`src/logic/display_pkg.sv`:
```
// display unit shared definitions
package display_pkg;

  // ----------------------------------------
  // sizes and field widths
  // ----------------------------------------
  localparam int NUM_UNITS         = 8;   // sub-sequencers in the engine
  localparam int MAIN_STATE_WIDTH  = 5;
  localparam int RESP_CODE_WIDTH   = 4;
  localparam int PENDING_CNT_WIDTH = 5;
  localparam int PASID_WIDTH       = 10;
  localparam int LENGTH_WIDTH      = 16;
  localparam int EXTRA_WIDTH       = 8;

  typedef logic [63:0] display_word_t;   // word handed back to mmio
  typedef logic [63:0] ea_t;             // effective address
  typedef logic [3:0]  unit_state_t;     // one sub-sequencer state
  typedef logic [10:0] rtry_ptr_t;       // retry queue pointer
  typedef logic [17:0] rtry_entry_t;     // retry queue entry
  typedef logic [9:0]  display_addr_t;

  // ----------------------------------------
  // enums
  // ----------------------------------------
  // one-hot sequencer encoding
  typedef enum logic [4:0] {
    st_idle      = 5'b00001,  // wait for read request
    st_wait      = 5'b00010,  // misc requester busy
    st_req       = 5'b00100,  // dbuf only, delayed rden
    st_wt4gnt    = 5'b01000,  // wait for misc arb grant
    st_rddataval = 5'b10000   // word on the bus, valid out
  } seq_state_t;

  typedef enum logic [1:0] {
    ary_dbuf       = 2'd0,
    ary_rtry_queue = 2'd1,
    ary_latch      = 2'd2,
    ary_latch_alt  = 2'd3   // same as ary_latch
  } ary_select_t;

  // low address bits pick the latch group
  typedef enum logic [4:0] {
    grp_status     = 5'd0,
    grp_states     = 5'd1,
    grp_zero       = 5'd2,  // hole, reads zero
    grp_xtouch_ea  = 5'd3,
    grp_cmd_info   = 5'd4,
    grp_atomic_op1 = 5'd5,
    grp_cpy_st_ea  = 5'd6,
    grp_dest_ea    = 5'd7
  } latch_group_t;

  // current work element command
  typedef enum logic [2:0] {
    cmd_none,
    cmd_intrpt,
    cmd_wkhstthrd,
    cmd_atomic_ld,
    cmd_atomic_st,
    cmd_atomic_cas
  } cmd_kind_t;

endpackage

```
`src/logic/engine_status_if.sv`:
```
`timescale 1ns/10ps
// engine status snapshot bundle
interface engine_status_if;

  // per-unit sequencer flags, unit 0 in the low bits
  logic [display_pkg::NUM_UNITS-1:0] unit_idle;
  logic [display_pkg::NUM_UNITS-1:0] unit_wt4rsp;
  display_pkg::unit_state_t [display_pkg::NUM_UNITS-1:0] unit_state;

  logic [display_pkg::MAIN_STATE_WIDTH-1:0] main_state;
  display_pkg::cmd_kind_t cmd_kind;

  // retry queue side
  display_pkg::rtry_entry_t rtry_queue_rddata;
  logic [display_pkg::RESP_CODE_WIDTH-1:0] resp_code;
  logic [display_pkg::PENDING_CNT_WIDTH-1:0] pending_cnt;
  logic rtry_queue_rden_blocker;
  display_pkg::rtry_ptr_t rtry_queue_rdaddr;
  display_pkg::rtry_ptr_t rtry_queue_wraddr;

  // command info
  logic [display_pkg::PASID_WIDTH-1:0] cmd_pasid;
  logic [display_pkg::LENGTH_WIDTH-1:0] cmd_length;
  logic [display_pkg::EXTRA_WIDTH-1:0] cmd_extra;
  logic format_alt;                       // alternate cmd info layout

  display_pkg::ea_t xtouch_ea;
  display_pkg::ea_t atomic_op1;
  logic [63:6] cpy_st_ea;                 // 64B aligned
  display_pkg::ea_t dest_ea;

  modport source (
    output unit_idle, unit_wt4rsp, unit_state, main_state, cmd_kind,
    output rtry_queue_rddata, resp_code, pending_cnt, rtry_queue_rden_blocker,
    output rtry_queue_rdaddr, rtry_queue_wraddr,
    output cmd_pasid, cmd_length, cmd_extra, format_alt,
    output xtouch_ea, atomic_op1, cpy_st_ea, dest_ea
  );

  modport sink (
    input unit_idle, unit_wt4rsp, unit_state, main_state, cmd_kind,
    input rtry_queue_rddata, resp_code, pending_cnt, rtry_queue_rden_blocker,
    input rtry_queue_rdaddr, rtry_queue_wraddr,
    input cmd_pasid, cmd_length, cmd_extra, format_alt,
    input xtouch_ea, atomic_op1, cpy_st_ea, dest_ea
  );

endinterface

```
`src/logic/display_data_select.sv`:
```
`timescale 1ns/10ps
// display word builder
module display_data_select (
  input  logic                        clock,
  input  logic                        reset,
  engine_status_if.sink               status,
  input  logic                        rtry_capture,
  input  logic                        latch_capture,
  input  display_pkg::latch_group_t   latch_group,
  output display_pkg::display_word_t  display_data
);

  display_pkg::display_word_t word_d;
  logic [4:0]                 cmd_bits;

  // ----------------------------------------
  // command kind as one-hot flags
  // ----------------------------------------
  always_comb
  begin
    case (status.cmd_kind)
      display_pkg::cmd_intrpt:     cmd_bits = 5'b00001;
      display_pkg::cmd_wkhstthrd:  cmd_bits = 5'b00010;
      display_pkg::cmd_atomic_ld:  cmd_bits = 5'b00100;
      display_pkg::cmd_atomic_st:  cmd_bits = 5'b01000;
      display_pkg::cmd_atomic_cas: cmd_bits = 5'b10000;
      default:                     cmd_bits = 5'b00000;  // cmd_none
    endcase
  end

  // ----------------------------------------
  // word mux
  // ----------------------------------------
  always_comb
  begin
    word_d = '0;  // unlisted bits read zero
    if (rtry_capture)
    begin
      word_d[29:28] = status.rtry_queue_rddata[17:16];
      word_d[27]    = status.rtry_queue_rden_blocker;
      word_d[24:20] = status.pending_cnt;
      word_d[19:16] = status.resp_code;
      word_d[15:0]  = status.rtry_queue_rddata[15:0];
    end
    else if (latch_capture)
    begin
      case (latch_group)
        display_pkg::grp_status:
        begin
          word_d[63:53] = status.rtry_queue_wraddr;
          word_d[52:42] = status.rtry_queue_rdaddr;
          word_d[41]    = |status.pending_cnt;
          word_d[40]    = status.rtry_queue_rden_blocker;
          word_d[39:32] = ~status.unit_idle;   // busy, unit 7 on top
          word_d[31:24] = status.unit_wt4rsp;
          word_d[4:0]   = cmd_bits;
        end
        display_pkg::grp_states:
        begin
          word_d[31:0]  = status.unit_state;   // unit i at 4i+3:4i
          word_d[36:32] = status.main_state;
        end
        display_pkg::grp_xtouch_ea:
          word_d = status.xtouch_ea;
        display_pkg::grp_cmd_info:
        begin
          if (status.format_alt)
          begin
            word_d[55:40] = status.cmd_length;
            word_d[39:32] = status.cmd_extra;
            word_d[9:0]   = status.cmd_pasid;
          end
          else
          begin
            word_d[57:48] = status.cmd_pasid;
            word_d[31:24] = status.cmd_extra;
            word_d[23:8]  = status.cmd_length;
          end
        end
        display_pkg::grp_atomic_op1:
          word_d = status.atomic_op1;
        display_pkg::grp_cpy_st_ea:
          word_d[63:6] = status.cpy_st_ea;     // low 6 bits stay zero
        display_pkg::grp_dest_ea:
          word_d = status.dest_ea;
        default:
          word_d = '0;                         // grp_zero and addr above 7
      endcase
    end
  end

  // loaded every cycle, held value is don't care outside rddataval
  always_ff @(posedge clock)
  begin
    if (!reset)
      display_data <= '0;
    else
      display_data <= word_d;
  end

  // both strobes come from one sequencer row, never together
  a_capture_exclusive: assert property (
    @(posedge clock) disable iff (!reset) !(rtry_capture && latch_capture)
  );

endmodule

```
`src/logic/display_sequencer.sv`:
```
`timescale 1ns/10ps
// display request sequencer
module display_sequencer #(
  parameter int MISC_ACTIVITY_WIDTH = 19
) (
  input  logic                              clock,
  input  logic                              reset,
  input  logic                              display_rdval,
  input  display_pkg::ary_select_t          ary_select,
  input  display_pkg::display_addr_t        addr,
  input  logic [MISC_ACTIVITY_WIDTH-1:0]    misc_activity,
  input  logic                              arb_gnt,
  output logic                              display_req,
  output logic                              dbuf_rden,
  output logic                              dbuf_rden_dly1,
  output logic                              rtry_queue_rden,
  output logic                              rtry_capture,
  output logic                              latch_capture,
  output logic                              display_valid,
  output display_pkg::latch_group_t         latch_group,
  output display_pkg::display_addr_t        display_addr_q
);

  display_pkg::seq_state_t  state_q;
  display_pkg::seq_state_t  state_d;
  display_pkg::ary_select_t ary_select_q;
  logic                     rdval_q;
  logic                     blocker;
  logic [9:0]               seq_sel;
  logic [11:0]              seq_out;

  // ----------------------------------------
  // request capture
  // ----------------------------------------
  always_ff @(posedge clock)
  begin
    if (!reset)
    begin
      rdval_q        <= 1'b0;
      ary_select_q   <= display_pkg::ary_dbuf;
      display_addr_q <= '0;
    end
    else
    begin
      rdval_q <= display_rdval;
      if (display_rdval)  // select and addr held until next request
      begin
        ary_select_q   <= ary_select;
        display_addr_q <= addr;
      end
    end
  end

  assign latch_group = display_pkg::latch_group_t'(display_addr_q[4:0]);

  // any other misc requester in flight blocks the arb request
  assign blocker = |misc_activity;

  // ----------------------------------------
  // sequencer table
  // ----------------------------------------
  assign seq_sel = {rdval_q, blocker, ary_select_q, arb_gnt, state_q};

  // sel: start, blocker, select[1:0], gnt, state[4:0]
  // out: req, dbuf_rden, dly1, rtry_rden, rtry_cap, latch_cap, valid, next[4:0]
  always_comb
  begin
    casez (seq_sel)
      10'b0????_00001: seq_out = 12'b0000000_00001;  // idle, no request
      10'b11???_00001: seq_out = 12'b0000000_00010;  // blocked, go wait
      10'b1000?_00001: seq_out = 12'b1100000_00100;  // dbuf: req + rden
      10'b1001?_00001: seq_out = 12'b1001000_01000;  // rtry: req + rden
      10'b101??_00001: seq_out = 12'b1000000_01000;  // latch: req only
      // still blocked or blocker cleared
      10'b?1???_00010: seq_out = 12'b0000000_00010;
      10'b?000?_00010: seq_out = 12'b1100000_00100;
      10'b?001?_00010: seq_out = 12'b1001000_01000;
      10'b?01??_00010: seq_out = 12'b1000000_01000;
      // dbuf data rides the cpy_st path, needs the delayed rden
      10'b?????_00100: seq_out = 12'b0010000_01000;
      // grant ignored everywhere but here
      10'b??000_01000: seq_out = 12'b0000000_01000;  // dbuf wait
      10'b??010_01000: seq_out = 12'b0001000_01000;  // rtry wait, hold rden
      10'b??1?0_01000: seq_out = 12'b0000000_01000;  // latch wait
      10'b??001_01000: seq_out = 12'b0000000_10000;  // dbuf gnt, word zero
      10'b??011_01000: seq_out = 12'b0000100_10000;  // rtry gnt, capture entry
      10'b??1?1_01000: seq_out = 12'b0000010_10000;  // latch gnt, capture group
      10'b?????_10000: seq_out = 12'b0000001_00001;  // valid out, back to idle
      // any non one-hot code recovers to idle with strobes low
      default:         seq_out = 12'b0000000_00001;
    endcase
  end

  assign {display_req, dbuf_rden, dbuf_rden_dly1, rtry_queue_rden} = seq_out[11:8];
  assign {rtry_capture, latch_capture, display_valid} = seq_out[7:5];
  assign state_d = display_pkg::seq_state_t'(seq_out[4:0]);

  always_ff @(posedge clock)
  begin
    if (!reset)
      state_q <= display_pkg::st_idle;
    else
      state_q <= state_d;
  end

  // ----------------------------------------
  // checks
  // ----------------------------------------
  a_state_onehot: assert property (
    @(posedge clock) disable iff (!reset) $onehot(state_q)
  );

  // one request in flight, next one only once idle again
  a_rdval_when_idle: assert property (
    @(posedge clock) disable iff (!reset)
    display_rdval |-> (state_q == display_pkg::st_idle) && !rdval_q
  );

endmodule

```
`src/logic/engine_display.sv`:
```
`timescale 1ns/10ps
// engine debug display unit
module engine_display #(
  parameter int MISC_ACTIVITY_WIDTH = 19
) (
  input  logic                                              clock,
  input  logic                                              reset,
  // read request from mmio
  input  logic                                              display_rdval,
  input  display_pkg::ary_select_t                          display_ary_select,
  input  display_pkg::display_addr_t                        display_addr,
  input  logic [MISC_ACTIVITY_WIDTH-1:0]                    misc_activity,
  input  logic                                              arb_gnt,
  // engine status
  input  logic [display_pkg::NUM_UNITS-1:0]                 unit_idle,
  input  logic [display_pkg::NUM_UNITS-1:0]                 unit_wt4rsp,
  input  display_pkg::unit_state_t [display_pkg::NUM_UNITS-1:0] unit_state,
  input  logic [display_pkg::MAIN_STATE_WIDTH-1:0]          main_state,
  input  display_pkg::cmd_kind_t                            cmd_kind,
  input  display_pkg::rtry_entry_t                          rtry_queue_rddata,
  input  logic [display_pkg::RESP_CODE_WIDTH-1:0]           resp_code,
  input  logic [display_pkg::PENDING_CNT_WIDTH-1:0]         pending_cnt,
  input  logic                                              rtry_queue_rden_blocker,
  input  display_pkg::rtry_ptr_t                            rtry_queue_rdaddr,
  input  display_pkg::rtry_ptr_t                            rtry_queue_wraddr,
  input  logic [display_pkg::PASID_WIDTH-1:0]               cmd_pasid,
  input  logic [display_pkg::LENGTH_WIDTH-1:0]              cmd_length,
  input  logic [display_pkg::EXTRA_WIDTH-1:0]               cmd_extra,
  input  logic                                              format_alt,
  input  display_pkg::ea_t                                  xtouch_ea,
  input  display_pkg::ea_t                                  atomic_op1,
  input  logic [63:6]                                       cpy_st_ea,
  input  display_pkg::ea_t                                  dest_ea,
  // strobes and result
  output logic                                              display_req,
  output logic                                              dbuf_rden,
  output logic                                              dbuf_rden_dly1,
  output logic                                              rtry_queue_rden,
  output logic                                              display_valid,
  output display_pkg::display_addr_t                        display_addr_q,
  output display_pkg::display_word_t                        display_data
);

  logic                      rtry_capture;
  logic                      latch_capture;
  display_pkg::latch_group_t latch_group;

  engine_status_if status_if ();

  // ----------------------------------------
  // status snapshot into the bundle
  // ----------------------------------------
  assign status_if.unit_idle               = unit_idle;
  assign status_if.unit_wt4rsp             = unit_wt4rsp;
  assign status_if.unit_state              = unit_state;
  assign status_if.main_state              = main_state;
  assign status_if.cmd_kind                = cmd_kind;
  assign status_if.rtry_queue_rddata       = rtry_queue_rddata;
  assign status_if.resp_code               = resp_code;
  assign status_if.pending_cnt             = pending_cnt;
  assign status_if.rtry_queue_rden_blocker = rtry_queue_rden_blocker;
  assign status_if.rtry_queue_rdaddr       = rtry_queue_rdaddr;
  assign status_if.rtry_queue_wraddr       = rtry_queue_wraddr;
  assign status_if.cmd_pasid               = cmd_pasid;
  assign status_if.cmd_length              = cmd_length;
  assign status_if.cmd_extra               = cmd_extra;
  assign status_if.format_alt              = format_alt;
  assign status_if.xtouch_ea               = xtouch_ea;
  assign status_if.atomic_op1              = atomic_op1;
  assign status_if.cpy_st_ea               = cpy_st_ea;
  assign status_if.dest_ea                 = dest_ea;

  display_sequencer #(
    .MISC_ACTIVITY_WIDTH (MISC_ACTIVITY_WIDTH)
  ) display_sequencer_i (
    .clock           (clock),
    .reset           (reset),
    .display_rdval   (display_rdval),
    .ary_select      (display_ary_select),
    .addr            (display_addr),
    .misc_activity   (misc_activity),
    .arb_gnt         (arb_gnt),
    .display_req     (display_req),
    .dbuf_rden       (dbuf_rden),
    .dbuf_rden_dly1  (dbuf_rden_dly1),
    .rtry_queue_rden (rtry_queue_rden),
    .rtry_capture    (rtry_capture),
    .latch_capture   (latch_capture),
    .display_valid   (display_valid),
    .latch_group     (latch_group),
    .display_addr_q  (display_addr_q)
  );

  // word lands one cycle after the capture strobe, with display_valid
  display_data_select display_data_select_i (
    .clock         (clock),
    .reset         (reset),
    .status        (status_if.sink),
    .rtry_capture  (rtry_capture),
    .latch_capture (latch_capture),
    .latch_group   (latch_group),
    .display_data  (display_data)
  );

endmodule

```
`config.mk`:
```
export PLATFORM = sky130hd
export DESIGN_NAME = engine_display
export DESIGN_NICKNAME = d
export VERILOG_FILES = /design/src/logic/display_pkg.sv /design/src/logic/engine_status_if.sv /design/src/logic/display_data_select.sv /design/src/logic/display_sequencer.sv /design/src/logic/engine_display.sv
export SDC_FILE = /design/constraint.sdc
export NUM_CORES = 1
export LEC_CHECK = 0
export BUFFER_PORTS_ARGS = -buffer_cell sky130_fd_sc_hd__buf_2
export CAP_MARGIN = 5
export CELL_PAD_IN_SITES_DETAIL_PLACEMENT = 1
export CELL_PAD_IN_SITES_GLOBAL_PLACEMENT = 2
export CORE_AREA = 5 5 194 196
export CTS_CLUSTER_SIZE = 24
export DETAILED_ROUTE_END_ITERATION = 8
export DIE_AREA = 0 0 199 201
export GPL_ROUTABILITY_DRIVEN = 0
export PLACE_DENSITY = 0.71
export SYNTH_ARGS = -nofsm -noshare
export SYNTH_HDL_FRONTEND = slang
export SYNTH_SLANG_ARGS = --single-unit
```
`constraint.sdc`:
```
create_clock -name clock -period 2.3 [get_ports clock]
set_input_delay 0.46 -clock clock [delete_from_list [all_inputs] [get_ports clock]]
set_output_delay 0.46 -clock clock [all_outputs]
set_load 0.03 [all_outputs]
```
==> flow_summary.json <==
{
  "status": "finished with violations",
  "violations": "negative setup slack",
  "synth_cells": 646,
  "required_ns": 1.84,
  "setup_violations": 1,
  "leakagePower_nw": 4.20,
  "grt_pass1_wl_um": 57400,
  "p_clk_share_pct": 38.0,
  "hpwl_um": 34900,
  "die_area_um2": 40000,
  "clk_path_buf_depth": 2,
  "fillers": 4413,
  "layout_min_cycle_time_ns": 2.30,
  "yosysTopAreaCellShare_pct": 29.5,
  "yosys_warnings": 0,
  "post-route-drc-count": 0,
  "comb_power_share_pct": 27.0,
  "powerDensity_nw_per_um2": 447,
  "seq_power_share_pct": 35.0,
  "ir_drop_mv": 0.331,
  "worstSkewPairLatency_ns": 0.36,
  "row_count": 70,
  "layout_common_cells": "buf_2 (501), dfxtp_1 (77), mux2i_1 (65)",
  "die_h_um": 201,
  "nets": 1581,
  "cts_tree": "built",
  "cp.arrival_ns": 1.84,
  "fin_crit_sh_pct": 100,
  "critPathKind": "reg -> out",
  "fin_ws_ns": -0.000850,
  "whs_ns": 0.295,
  "timing.final.max_slew_violations": 0,
  "grt_max_degree": 36,
  "dr.pass1.iters": 5,
  "crit_path_end_kind": "output pin",
  "final_common_cell": "buf_2",
  "max_freq_mhz": 435,
  "fp.dieW_um": 199,
  "synth_area_leaders": "dfxtp_1 (29%), mux2i_1 (12%), a22oi_1 (5.3%)",
  "yosys_most_used_dff": "dfxtp_1",
  "setup-tns-final_ns": -0.000850,
  "ctsHtreeMaxLevel": 3,
  "wl_um": 41700,
  "final_layout_size_suffix_gt1_share_pct": 53.9,
  "drv_cap": 0,
  "vias": 7636,
  "place_area_um2": 8870,
  "core-area_um2": 35900,
  "p_int_w": 0.00285,
  "drt-wirelength-per-cell_um": 25.6,
  "p_switching_w": 0.00130,
  "crit_path_max_fanout": 3,
  "ios": 505,
  "dp.cells": 1609,
  "rsz0062_at_grt": "true",
  "grt_pass1_vias": 8476,
  "hold_violations": 0,
  "synth_edf_count": 0,
  "numCtsBuffers": 9,
  "finalClockSkew_ns": 0.0105,
  "synth_area_leader_cell": "dfxtp_1",
  "post-place-ws_ns": -0.105,
  "syn-cell-area_um2": 5570,
  "path_clk_slew_ns": 0.07,
  "grt_overflow": 0,
  "syn_avg_cell_area_um2": 8.62,
  "r2r_setup_slack_ns": 0.17,
  "drt_iter0_markers": 315,
  "antenna_found_initial": 11,
  "clock_sinks": 82,
  "ctsHoldBuffers": 0,
  "grt_usage_pct": 19.8,
  "ys_ff_latch": 82,
  "fin_area_um2": 9260,
  "viasPerCell": 4.68,
  "cp-start-kind": "register",
  "initial_core_util_pct": 15.5,
  "ys_types": 60,
  "synth_fp_nets": 1072,
  "root_buffer": "clkbuf_16",
  "io_buffers": 504,
  "max_slew.worst_pin.slew_ns": 0.809,
  "stdcell_count": 1632,
  "ant_nets": 0,
  "hold_class": "in -> reg",
  "ys_async_sr_fraction_pct": 0,
  "timing.slew.headroom_pct": 46.1,
  "syn_to_final_growth_pct": 66.3,
  "seq_area_frac_synth_pct": 29.5,
  "switching_share_pct": 31.3
}
[cell type report]
class	count	area, um^2	area share (%)
clock inverter	4	51.3	0.554
sequential	82	1660	17.9
tap	468	586	6.32
antenna	4	10.0	0.108
timing repair buffer	561	3040	32.9
multi-input combinational	493	3640	39.3
inverter	8	30.0	0.324
clock buffer	12	246	2.66
[state kept, by name (all words and copies together) (netlist names)]
name	flops
display_data_select_i.display_data	64
display_sequencer_i.ary_select_q	2
display_sequencer_i.display_addr_q	10
display_sequencer_i.rdval_q	1
display_sequencer_i.state_q	5
[critical path, stage by stage, from the launching register on]
cell and delay, ns:
dfxtp_4 0.35, nor3_4 0.22, nand2_2 0.07, or4_4 0.53, a21oi_2 0.17, buf_6 0.15
[Yosys cell counts, types with 6 or more instances]
master     instances
o21ai_1           11
buf_6              7
nand2_1           57
a221oi_1          27
a21oi_1           27
a31oi_1           26
dfxtp_1           82
a2bb2oi_1          7
clkbuf_1          25
a22oi_1           39
mux2_2            16
a32oi_1           11
nor3_1            12
nand2b_1           7
mux2i_1           66
and3_1             8
a22o_1            26
o22ai_1           15
buf_2             28
inv_1              8
a211oi_1           7
nor2b_1           17
o211ai_1           8
nor2_1            21
nand3b_1           6
o21ai_0           17
[path summary, 6_finish.rpt]
kind,start,to,cells after the start
worst max register to register,display_sequencer_i.display_addr_q[2]$_SDFFE_PN0P_,display_data_select_i.display_data[10]$_SDFF_PN0_,5
worst min-delay path,rtry_queue_rddata[8],display_data_select_i.display_data[8]$_SDFF_PN0_,3
worst max-delay path,display_sequencer_i.state_q[3]$_SDFF_PN0_,rtry_queue_rden,5
worst min register to register,display_sequencer_i.display_addr_q[7]$_SDFFE_PN0P_,display_sequencer_i.display_addr_q[7]$_SDFFE_PN0P_,2
[metrics by stage]
stage	util (%)	total power, W
2_1_floorplan	-	0.00195
3_3_place_gp	24.7	0.00260
3_5_place_dp	24.7	0.00261
4_1_cts	25.7	0.00423
5_1_grt	25.8	0.00436
6_report	25.8	0.00414
[per-layer routing]
layer | track usage (%) | wire length, um | up-vias
met5 | 0 | 51 | -
met4 | 5.30 | 907 | 8
met3 | 5.25 | 3470 | 60
met2 | 35.8 | 21000 | 374
met1 | 22.8 | 16300 | 3645
li1 | - | - | 3549
[power by group through the flow]
stage / clock (W) / sequential, W / combinational [W]
floorplan: 0 / 0.00150 / 0.000455
global placement: 0 / 0.00149 / 0.00112
detailed placement: 0 / 0.00149 / 0.00113
CTS: 0.00165 / 0.00145 / 0.00114
global route: 0.00170 / 0.00145 / 0.00121
finish: 0.00157 / 0.00145 / 0.00112
[timing repair]
action,CTS,global route
endpoints found under the setup margin,3,3
gates resized for setup,11,7
endpoints found under the hold margin,0,0
setup buffers,3,0
pin swaps,4,1
[kinds of logic (layout without fill, tap and decap cells)]
family                 after synthesis  after routing  share of synthesized area, %
buffers and inverters               71            585                          6.43
XOR/XNOR                             2              2                         0.315
multiplexers                        83             83                          15.5
flip-flops                          82             82                          29.5
AO/OA/AOI/OAI                      236            236                          30.6
other                                0              4                             0
AND/OR/NAND/NOR                    172            172                          17.6
Note: power is estimated with default switching activity, not from simulation.
